==> src/source/cpu_pkg.sv <==
package cpu_pkg;

    typedef logic [15:0] word_t;
    typedef logic [15:0] instr_t;
    typedef logic [3:0]  reg_addr_t;
    typedef logic [2:0]  flags_t;      // {equal, less, greater}

    // Bit positions inside flags_t
    localparam int flag_eq = 2;
    localparam int flag_lt = 1;
    localparam int flag_gt = 0;

    // Instruction bits 15:13
    typedef enum logic [2:0] {
        op_load_dir  = 3'b000,
        op_jump      = 3'b001,
        op_store_dir = 3'b010,
        op_load_imm  = 3'b011,
        op_branch    = 3'b100,
        op_add_imm   = 3'b101,
        op_sub_imm   = 3'b110,
        op_reg       = 3'b111
    } major_op_t;

    // Register op function in bits 11:8 when bit 12 is clear
    typedef enum logic [3:0] {
        alu_add = 4'd0,
        alu_sub = 4'd1,
        alu_mul = 4'd2,
        alu_and = 4'd3,
        alu_or  = 4'd4,
        alu_xor = 4'd5,
        alu_not = 4'd6,
        alu_neg = 4'd7,
        alu_cmp = 4'd8
    } alu_op_t;

    typedef enum logic [1:0] {
        br_eq = 2'b00,
        br_ne = 2'b01,
        br_lt = 2'b10,
        br_gt = 2'b11
    } branch_cond_t;

endpackage

==> src/source/fetch_unit.sv <==
`timescale 1ns/1ps

module fetch_unit
    import cpu_pkg::*;
#(
    parameter int ADDR_WIDTH = 16
)
(
    input  logic                  clk,
    input  logic                  rst,
    input  logic                  mem_rdy,
    input  logic                  mem_cplt,
    input  word_t                 mem_data_out,
    output logic [ADDR_WIDTH-1:0] mem_addr,
    output logic                  mem_r_en,
    input  logic                  take,
    input  logic                  fetch_hold,
    input  logic                  redirect,
    input  logic [ADDR_WIDTH-1:0] redirect_addr,
    output logic                  instr_valid,
    output instr_t                instr,
    output logic [ADDR_WIDTH-1:0] instr_addr
);

    logic [ADDR_WIDTH-1:0] pc;
    logic                  waiting;     // Request accepted and word not back yet
    logic                  running;
    logic                  accept;
    logic                  capture;

    assign mem_addr = pc;
    assign mem_r_en = running && !waiting && (!instr_valid || take) && !fetch_hold;
    assign accept   = mem_r_en && mem_rdy;
    assign capture  = mem_cplt && waiting;

    always_ff @(posedge clk or posedge rst)
    begin
        if (rst)
        begin
            pc          <= '0;
            waiting     <= 1'b0;
            running     <= 1'b0;
            instr_valid <= 1'b0;
        end
        else
        begin
            running <= 1'b1;
            if (redirect)
                pc <= redirect_addr;
            else if (accept)
                pc <= pc + 1'b1;

            if (accept)
                waiting <= 1'b1;
            else if (mem_cplt)
                waiting <= 1'b0;

            if (capture)
                instr_valid <= 1'b1;
            else if (take)
                instr_valid <= 1'b0;
        end
    end

    // PC already stepped past the returned word
    always_ff @(posedge clk)
    begin
        if (capture)
        begin
            instr      <= mem_data_out;
            instr_addr <= pc - 1'b1;
        end
    end

endmodule

==> src/source/instr_decode.sv <==
`timescale 1ns/1ps

module instr_decode
    import cpu_pkg::*;
#(
    parameter int ADDR_WIDTH = 16
)
(
    input  logic                  clk,
    input  logic                  rst,
    input  logic                  instr_valid,
    input  instr_t                instr,
    input  logic [ADDR_WIDTH-1:0] instr_addr,
    output logic                  take,
    output logic                  fetch_hold,
    output reg_addr_t             reg_r_addr_1,
    output reg_addr_t             reg_r_addr_2,
    input  word_t                 reg_r_data_1,
    input  word_t                 reg_r_data_2,
    input  logic                  wb_valid,
    input  logic                  wb_wr,
    input  reg_addr_t             wb_dest,
    input  logic                  wb_control,
    output logic                  ex_valid,
    output word_t                 ex_op_a,
    output word_t                 ex_op_b,
    output alu_op_t               ex_alu_op,
    output reg_addr_t             ex_dest,
    output logic                  ex_wr,
    output logic                  ex_jump,
    output logic                  ex_branch,
    output branch_cond_t          ex_cond,
    output logic [ADDR_WIDTH-1:0] ex_addr,
    output logic [ADDR_WIDTH-1:0] ex_offset
);

    major_op_t             op;
    word_t                 dec_op_a;
    word_t                 dec_op_b;
    alu_op_t               dec_alu_op;
    logic                  dec_wr;
    logic                  dec_jump;
    logic                  dec_branch;
    logic [ADDR_WIDTH-1:0] dec_offset;
    logic                  needs_1;     // Reads reg[7:4]
    logic                  needs_2;     // Reads reg[3:0]
    logic                  busy_1;
    logic                  busy_2;

    assign op           = major_op_t'(instr[15:13]);
    assign reg_r_addr_1 = instr[7:4];
    assign reg_r_addr_2 = instr[3:0];

    always_comb
    begin
        dec_op_a   = reg_r_data_2;
        dec_op_b   = reg_r_data_1;
        dec_alu_op = alu_add;
        dec_wr     = 1'b0;
        dec_jump   = 1'b0;
        dec_branch = 1'b0;
        needs_1    = 1'b0;
        needs_2    = 1'b0;
        dec_offset = {{(ADDR_WIDTH-11){instr[10]}}, instr[10:0]};
        case (op)
            op_jump:
            begin
                dec_jump   = 1'b1;
                dec_offset = {{(ADDR_WIDTH-13){instr[12]}}, instr[12:0]};
            end
            op_branch:
                dec_branch = 1'b1;
            op_load_imm:
            begin
                needs_2  = 1'b1;
                dec_wr   = 1'b1;
                dec_op_b = '0;
                if (instr[12])
                    dec_op_a = {instr[11:4], reg_r_data_2[7:0]};   // Upper byte
                else
                    dec_op_a = {reg_r_data_2[15:8], instr[11:4]};
            end
            op_add_imm, op_sub_imm:
            begin
                needs_2    = 1'b1;
                dec_wr     = 1'b1;
                dec_op_b   = {7'b0, instr[12:4]};
                dec_alu_op = (op == op_sub_imm) ? alu_sub : alu_add;
            end
            op_reg:
            begin
                if (!instr[12] && instr[11:8] <= alu_cmp)
                begin
                    dec_alu_op = alu_op_t'(instr[11:8]);
                    needs_2    = 1'b1;
                    needs_1    = (dec_alu_op != alu_not) && (dec_alu_op != alu_neg);
                    dec_wr     = (dec_alu_op != alu_cmp);
                end
                else if (instr[12] && instr[11:8] == 4'd2)
                begin
                    // Move passes through the adder
                    needs_1  = 1'b1;
                    dec_wr   = 1'b1;
                    dec_op_a = reg_r_data_1;
                    dec_op_b = '0;
                end
            end
            default: ;  // Memory ops retire as no-ops
        endcase
    end

    // Without forwarding a reader waits for the producer's write
    assign busy_1 = (ex_valid && ex_wr && ex_dest == reg_r_addr_1) ||
                    (wb_valid && wb_wr && wb_dest == reg_r_addr_1);
    assign busy_2 = (ex_valid && ex_wr && ex_dest == reg_r_addr_2) ||
                    (wb_valid && wb_wr && wb_dest == reg_r_addr_2);

    assign take = instr_valid && !((needs_1 && busy_1) || (needs_2 && busy_2));

    assign fetch_hold = (instr_valid && (dec_jump || dec_branch)) ||
                        (ex_valid && (ex_jump || ex_branch)) ||
                        (wb_valid && wb_control);

    // Stage 1 reloads every cycle since stage 2 never stalls
    always_ff @(posedge clk or posedge rst)
    begin
        if (rst)
        begin
            ex_valid  <= 1'b0;
            ex_wr     <= 1'b0;
            ex_jump   <= 1'b0;
            ex_branch <= 1'b0;
        end
        else
        begin
            ex_valid <= take;
            if (take)
            begin
                ex_wr     <= dec_wr;
                ex_jump   <= dec_jump;
                ex_branch <= dec_branch;
            end
        end
    end

    always_ff @(posedge clk)
    begin
        if (take)
        begin
            ex_op_a   <= dec_op_a;
            ex_op_b   <= dec_op_b;
            ex_alu_op <= dec_alu_op;
            ex_dest   <= instr[3:0];
            ex_cond   <= branch_cond_t'(instr[12:11]);
            ex_addr   <= instr_addr;
            ex_offset <= dec_offset;
        end
    end

endmodule

==> src/source/alu.sv <==
`timescale 1ns/1ps

module alu
    import cpu_pkg::*;
(
    input  logic    clk,
    input  logic    rst,
    input  logic    ex_valid,
    input  word_t   ex_op_a,
    input  word_t   ex_op_b,
    input  alu_op_t ex_alu_op,
    output word_t   ex_result,
    output flags_t  flags
);

    always_comb
    begin
        case (ex_alu_op)
            alu_add: ex_result = ex_op_a + ex_op_b;
            alu_sub: ex_result = ex_op_a - ex_op_b;
            alu_mul: ex_result = ex_op_a * ex_op_b;     // Low half only
            alu_and: ex_result = ex_op_a & ex_op_b;
            alu_or:  ex_result = ex_op_a | ex_op_b;
            alu_xor: ex_result = ex_op_a ^ ex_op_b;
            alu_not: ex_result = ~ex_op_a;
            alu_neg: ex_result = -ex_op_a;
            default: ex_result = '0;
        endcase
    end

    // Unsigned compare flags held until the next compare
    always_ff @(posedge clk or posedge rst)
    begin
        if (rst)
        begin
            flags <= '0;
        end
        else if (ex_valid && ex_alu_op == alu_cmp)
        begin
            flags[flag_eq] <= (ex_op_a == ex_op_b);
            flags[flag_lt] <= (ex_op_a < ex_op_b);
            flags[flag_gt] <= (ex_op_a > ex_op_b);
        end
    end

endmodule

==> src/source/branch_unit.sv <==
`timescale 1ns/1ps

module branch_unit
    import cpu_pkg::*;
#(
    parameter int ADDR_WIDTH = 16
)
(
    input  logic                  ex_jump,
    input  logic                  ex_branch,
    input  branch_cond_t          ex_cond,
    input  flags_t                flags,
    input  logic [ADDR_WIDTH-1:0] ex_addr,
    input  logic [ADDR_WIDTH-1:0] ex_offset,
    output logic                  ex_taken,
    output logic [ADDR_WIDTH-1:0] ex_target
);

    logic cond_ok;

    always_comb
    begin
        case (ex_cond)
            br_eq:   cond_ok = flags[flag_eq];
            br_ne:   cond_ok = !flags[flag_eq];
            br_lt:   cond_ok = flags[flag_lt];
            default: cond_ok = flags[flag_gt];
        endcase
    end

    assign ex_taken  = ex_jump || (ex_branch && cond_ok);
    assign ex_target = ex_addr + ex_offset;    // Offset arrives sign-extended

endmodule

==> src/source/writeback_stage.sv <==
`timescale 1ns/1ps

module writeback_stage
    import cpu_pkg::*;
#(
    parameter int ADDR_WIDTH = 16
)
(
    input  logic                  clk,
    input  logic                  rst,
    input  logic                  ex_valid,
    input  logic                  ex_wr,
    input  logic                  ex_control,
    input  logic                  ex_taken,
    input  word_t                 ex_result,
    input  reg_addr_t             ex_dest,
    input  logic [ADDR_WIDTH-1:0] ex_target,
    output logic                  reg_w_en,
    output reg_addr_t             reg_w_addr,
    output word_t                 reg_w_data,
    output logic                  wb_valid,
    output logic                  wb_wr,
    output logic                  wb_control,
    output reg_addr_t             wb_dest,
    output logic                  redirect,
    output logic [ADDR_WIDTH-1:0] redirect_addr
);

    logic                  wb_taken;
    word_t                 wb_data;
    logic [ADDR_WIDTH-1:0] wb_target;

    always_ff @(posedge clk or posedge rst)
    begin
        if (rst)
        begin
            wb_valid   <= 1'b0;
            wb_wr      <= 1'b0;
            wb_control <= 1'b0;
            wb_taken   <= 1'b0;
        end
        else
        begin
            wb_valid   <= ex_valid;     // Drains every cycle
            wb_wr      <= ex_wr;
            wb_control <= ex_control;
            wb_taken   <= ex_taken;
        end
    end

    always_ff @(posedge clk)
    begin
        wb_data   <= ex_result;
        wb_dest   <= ex_dest;
        wb_target <= ex_target;
    end

    assign reg_w_en   = wb_valid && wb_wr;
    assign reg_w_addr = wb_dest;
    assign reg_w_data = wb_data;

    // Not-taken branch just releases the fetch hold
    assign redirect      = wb_valid && wb_taken;
    assign redirect_addr = wb_target;

endmodule

==> src/source/cpu_core.sv <==
`timescale 1ns/1ps

module cpu_core
    import cpu_pkg::*;
#(
    parameter int ADDR_WIDTH = 16     // At least 13 for the jump offset
)
(
    input  logic                  clk,
    input  logic                  rst,
    output logic [ADDR_WIDTH-1:0] mem_addr,
    output logic                  mem_r_en,
    input  word_t                 mem_data_out,
    input  logic                  mem_rdy,
    input  logic                  mem_cplt,
    output reg_addr_t             reg_r_addr_1,
    output reg_addr_t             reg_r_addr_2,
    input  word_t                 reg_r_data_1,
    input  word_t                 reg_r_data_2,
    output logic                  reg_w_en,
    output reg_addr_t             reg_w_addr,
    output word_t                 reg_w_data
);

    logic                  take;
    logic                  fetch_hold;
    logic                  redirect;
    logic [ADDR_WIDTH-1:0] redirect_addr;
    logic                  instr_valid;
    instr_t                instr;
    logic [ADDR_WIDTH-1:0] instr_addr;
    logic                  ex_valid;
    word_t                 ex_op_a;
    word_t                 ex_op_b;
    alu_op_t               ex_alu_op;
    reg_addr_t             ex_dest;
    logic                  ex_wr;
    logic                  ex_jump;
    logic                  ex_branch;
    branch_cond_t          ex_cond;
    logic [ADDR_WIDTH-1:0] ex_addr;
    logic [ADDR_WIDTH-1:0] ex_offset;
    word_t                 ex_result;
    flags_t                flags;
    logic                  ex_taken;
    logic [ADDR_WIDTH-1:0] ex_target;
    logic                  wb_valid;
    logic                  wb_wr;
    logic                  wb_control;
    reg_addr_t             wb_dest;

    fetch_unit #(.ADDR_WIDTH(ADDR_WIDTH)) u_fetch (
        .clk(clk), .rst(rst),
        .mem_rdy(mem_rdy), .mem_cplt(mem_cplt), .mem_data_out(mem_data_out),
        .mem_addr(mem_addr), .mem_r_en(mem_r_en),
        .take(take), .fetch_hold(fetch_hold),
        .redirect(redirect), .redirect_addr(redirect_addr),
        .instr_valid(instr_valid), .instr(instr), .instr_addr(instr_addr)
    );

    instr_decode #(.ADDR_WIDTH(ADDR_WIDTH)) u_decode (
        .clk(clk), .rst(rst),
        .instr_valid(instr_valid), .instr(instr), .instr_addr(instr_addr),
        .take(take), .fetch_hold(fetch_hold),
        .reg_r_addr_1(reg_r_addr_1), .reg_r_addr_2(reg_r_addr_2),
        .reg_r_data_1(reg_r_data_1), .reg_r_data_2(reg_r_data_2),
        .wb_valid(wb_valid), .wb_wr(wb_wr), .wb_dest(wb_dest), .wb_control(wb_control),
        .ex_valid(ex_valid), .ex_op_a(ex_op_a), .ex_op_b(ex_op_b),
        .ex_alu_op(ex_alu_op), .ex_dest(ex_dest), .ex_wr(ex_wr),
        .ex_jump(ex_jump), .ex_branch(ex_branch), .ex_cond(ex_cond),
        .ex_addr(ex_addr), .ex_offset(ex_offset)
    );

    alu u_alu (
        .clk(clk), .rst(rst), .ex_valid(ex_valid),
        .ex_op_a(ex_op_a), .ex_op_b(ex_op_b), .ex_alu_op(ex_alu_op),
        .ex_result(ex_result), .flags(flags)
    );

    branch_unit #(.ADDR_WIDTH(ADDR_WIDTH)) u_branch (
        .ex_jump(ex_jump), .ex_branch(ex_branch), .ex_cond(ex_cond), .flags(flags),
        .ex_addr(ex_addr), .ex_offset(ex_offset),
        .ex_taken(ex_taken), .ex_target(ex_target)
    );

    writeback_stage #(.ADDR_WIDTH(ADDR_WIDTH)) u_writeback (
        .clk(clk), .rst(rst),
        .ex_valid(ex_valid), .ex_wr(ex_wr), .ex_control(ex_jump | ex_branch),
        .ex_taken(ex_taken), .ex_result(ex_result), .ex_dest(ex_dest),
        .ex_target(ex_target),
        .reg_w_en(reg_w_en), .reg_w_addr(reg_w_addr), .reg_w_data(reg_w_data),
        .wb_valid(wb_valid), .wb_wr(wb_wr), .wb_control(wb_control), .wb_dest(wb_dest),
        .redirect(redirect), .redirect_addr(redirect_addr)
    );

endmodule

==> config.mk <==
export PLATFORM = sky130hd
export DESIGN_NAME = cpu_core
export DESIGN_NICKNAME = d
export VERILOG_FILES = /design/src/source/cpu_pkg.sv /design/src/source/fetch_unit.sv /design/src/source/instr_decode.sv /design/src/source/alu.sv /design/src/source/branch_unit.sv /design/src/source/writeback_stage.sv /design/src/source/cpu_core.sv
export SDC_FILE = /design/constraint.sdc
export NUM_CORES = 1
export LEC_CHECK = 0
export ABC_AREA = 1
export BUFFER_PORTS_ARGS = -buffer_cell sky130_fd_sc_hd__clkbuf_2
export CORE_UTILIZATION = 30
export DETAILED_ROUTE_END_ITERATION = 7
export GPL_TIMING_DRIVEN = 0
export PLACE_DENSITY_LB_ADDON = 0.25
export SLEW_MARGIN = 40
export SYNTH_ARGS = -nofsm -noshare
export SYNTH_HDL_FRONTEND = slang
export SYNTH_HIERARCHICAL = 1
export SYNTH_SLANG_ARGS = --single-unit
==> constraint.sdc <==
create_clock -name clk -period 8.29 [get_ports clk]
set_input_delay 0.829 -clock clk [delete_from_list [all_inputs] [get_ports clk]]
set_output_delay 0.829 -clock clk [all_outputs]
set_load 0.005 [all_outputs]
==> impl_metrics.yaml <==
cells_and_area:
  drive_above_1_share_pct: 13.6
  postLayoutCoreUtil_pct: 34.2
  nFillCells: 5398
  n_antenna_cell: 0
  final_common_cell: "nand2_1"
  stdcell_count: 2867
  final_nets: 2425
  final_cell_mix: "527 x nand2_1, 420 x inv_1, 135 x nand3_1"
  area_delta_synth_final_pct: 12.7
route:
  wl_mm: 48.6
  vias: 13700
  viasPerCell: 4.78
  drt_iter0_markers: 970
  postRouteAntennaNets: 0
  drc_errors: 0
  wl_per_cell_um: 16.9
  dr.pass1.iters: 5
cts:
  cts-root-buf: "clkbuf_16"
  cts.sinks: 165
  cts_tree: "yes"
  postCtsSetupBuffers: 0
  cts_inserted_buffers: 17
  postCtsHoldBufs: 0
  ctsResizeCount: 0
  cts_buffer_depth: 2
  htree_levels: 4
  clock_latency_ps: 470
  clk_pin_slew_ps: 80
sta:
  finalHoldViolations: 0
  finalSetupViolations: 0
  worst_pin_slew_ps: 926
  finClkSkew_ps: 38.0
  max_freq_mhz: 148
  max-slew-margin-rel_pct: 36.7
  period_needed_ps: 6750
  rsz0062_at_grt: "no"
  fin_crit_sh_pct: 81.4
  slew_violations: 0
  fin_tns_setup_ps: 0
setup_path:
  end_kind: "flip-flop"
  cp.required_ps: 8620
  crit_type: "flip-flop to flip-flop"
  worst_setup_path_start_kind: "flip-flop"
  crit_top_cell: "fa_1"
  cp_cell_sequence: "clkbuf_2, clkbuf_1, nand2_1, fa_1, fa_1, fa_1, fa_1, inv_1, fa_1, inv_1, fa_1, inv_1, ha_1, nand2_1, nand2_1, a31oi_1, nand3_1, o21ai_0, nand3_1, nand3b_1"
  worstRegToRegCells: 20
  crit_slowest_cell: "o21ai_0"
  slowest_delay_ps: 580
  crit_fanout: 10
  rrSetupSlack_ps: 1540
  arrival_ps: 7080
synth:
  synth.area.top_cells: "edfxtp_1 19%, nand2_1 13%, fa_1 11%"
  ys_warn_count: 6
  synth_top_area_share_pct: 19.1
  yosys.area.top_type: "edfxtp_1"
  ys_seq_area_share_pct: 28.6
  synth_edf_count: 99
  netlist_area_um2: 15500
  syn_avg_cell_area_um2: 7.55
  syn_nets: 2308
  synthCells: 2057
  yosysUniqueCellTypes: 61
  synth-async-reset-ratio_pct: 18.2
  synth_seq_cells: 165
  synthFlopType: "edfxtp_1"
flow_run:
  cap_violations: 0
placement:
  post-place-cells: 2835
  io_buffer_count: 97
  hpwl_mm: 39.2
  gp_congestion: 0.917
floorplan:
  core_um2: 51200
  dieArea_um2: 52700
  ioPinCount: 98
  start_util_pct: 30.3
  chipWidth_um: 230
  die_h_um: 230
  num_rows: 83
global_route:
  grt_max_degree: 60
  grt_pass1_wl_mm: 75.6
  grt-ovfl-total: 0
  grtUsageTotal_pct: 18.7
  antenna_found_initial: 2
  grt_pass1_vias: 13600
run_status:
  outcome: "completed"
worst_hold_path:
  hold_path.class: "input port to asynchronous set/reset pin"
## flip-flops by register name, indices dropped and copies added (netlist names), 2 cells and up
name,cells
u_writeback/redirect_addr,16
u_decode/ex_addr,16
u_fetch/instr_addr,16
u_alu/flags,3
u_decode/ex_offset,10
u_writeback/reg_w_addr,4
u_decode/ex_cond,2
u_decode/ex_alu_op,4
u_fetch/mem_addr,16
u_decode/ex_dest,3
u_writeback/reg_w_data,16
u_decode/ex_op_b,16
u_fetch/instr,16
u_decode/ex_op_a,16
## logic make-up (layout without fill, tap and decap cells)
kind of cell / after synthesis / in the layout / share of synthesized area, %
simple gates: 890 / 890 / 25.7
buf+inv: 521 / 651 / 14.0
compound gates: 249 / 249 / 9.83
fa+ha+maj: 199 / 199 / 20.0
flops: 165 / 165 / 28.6
xor+xnor: 32 / 32 / 1.80
other cells: 1 / 1 / 0.0241
## cells in the mapped netlist (all sizes together), types with 20 or more instances
| master | n |
|---|---|
| o21ai | 83 |
| xor2 | 20 |
| dfrtp | 30 |
| inv | 444 |
| fa | 82 |
| ha | 117 |
| a21oi | 79 |
| o22ai | 24 |
| nand4 | 28 |
| nand3 | 145 |
| buf | 57 |
| nor3 | 22 |
| nand2 | 547 |
| nor2 | 130 |
| dfxtp | 36 |
| clkbuf | 20 |
| edfxtp | 99 |
## metrics by stage
stage          hold slack, ps  setup WS, ps  area, um2
6_report                  291          1540      17500
5_1_grt                   280          1340      17500
4_1_cts                   275          1640      17500
3_5_place_dp              390          1670      16900
3_3_place_gp              392          1640      16900
2_1_floorplan             374          3040      15500
## path summary, 6_finish.rpt
kind / from / to
setup / recovery: u_decode/ex_op_b[1] / u_writeback/reg_w_data[12]
hold / removal: rst / u_alu/flags[1]
setup reg to reg: u_decode/ex_op_b[1] / u_writeback/reg_w_data[12]
hold reg to reg: u_fetch/instr_addr[7] / u_decode/ex_addr[7]
max in group asynchronous: rst / u_fetch/mem_addr[12]
min in group clk: u_fetch/instr_addr[7] / u_decode/ex_addr[7]
## final cells by class
| class | count | area [um2] | share of cell area, % |
|---|---|---|---|
| Buffer | 77 | 507 | 2.89 |
| Clock buffer | 18 | 429 | 2.45 |
| Clock inverter | 14 | 175 | 1.00 |
| Inverter | 444 | 1670 | 9.56 |
| Multi-Input combinational cell | 1371 | 8910 | 50.9 |
| Sequential cell | 165 | 4440 | 25.4 |
| Tap cell | 680 | 851 | 4.86 |
| Timing Repair Buffer | 98 | 513 | 2.93 |
## critical path, delay by kind of cell, from the launching register on
kind                       cells  cell delay [ps]
AOI/OAI and AO/OA              2              770
buffers and inverters          5             1010
DFF                            1              520
adders and majority gates      7             3440
and+or+nand+nor                6              870
## layer usage
metal / vias up / share of wire (%) / global-route usage, %
li1: 6720 / - / -
met1: 6527 / 45 / 24.0
met2: 382 / 47 / 31.5
met3: 68 / 4.7 / 2.44
met4: 2 / 3.4 / 7.69
met5: - / 0.027 / 0
Power is not shown: default switching activity piles up to over one toggle a cycle in this logic, so the estimate is an artifact.
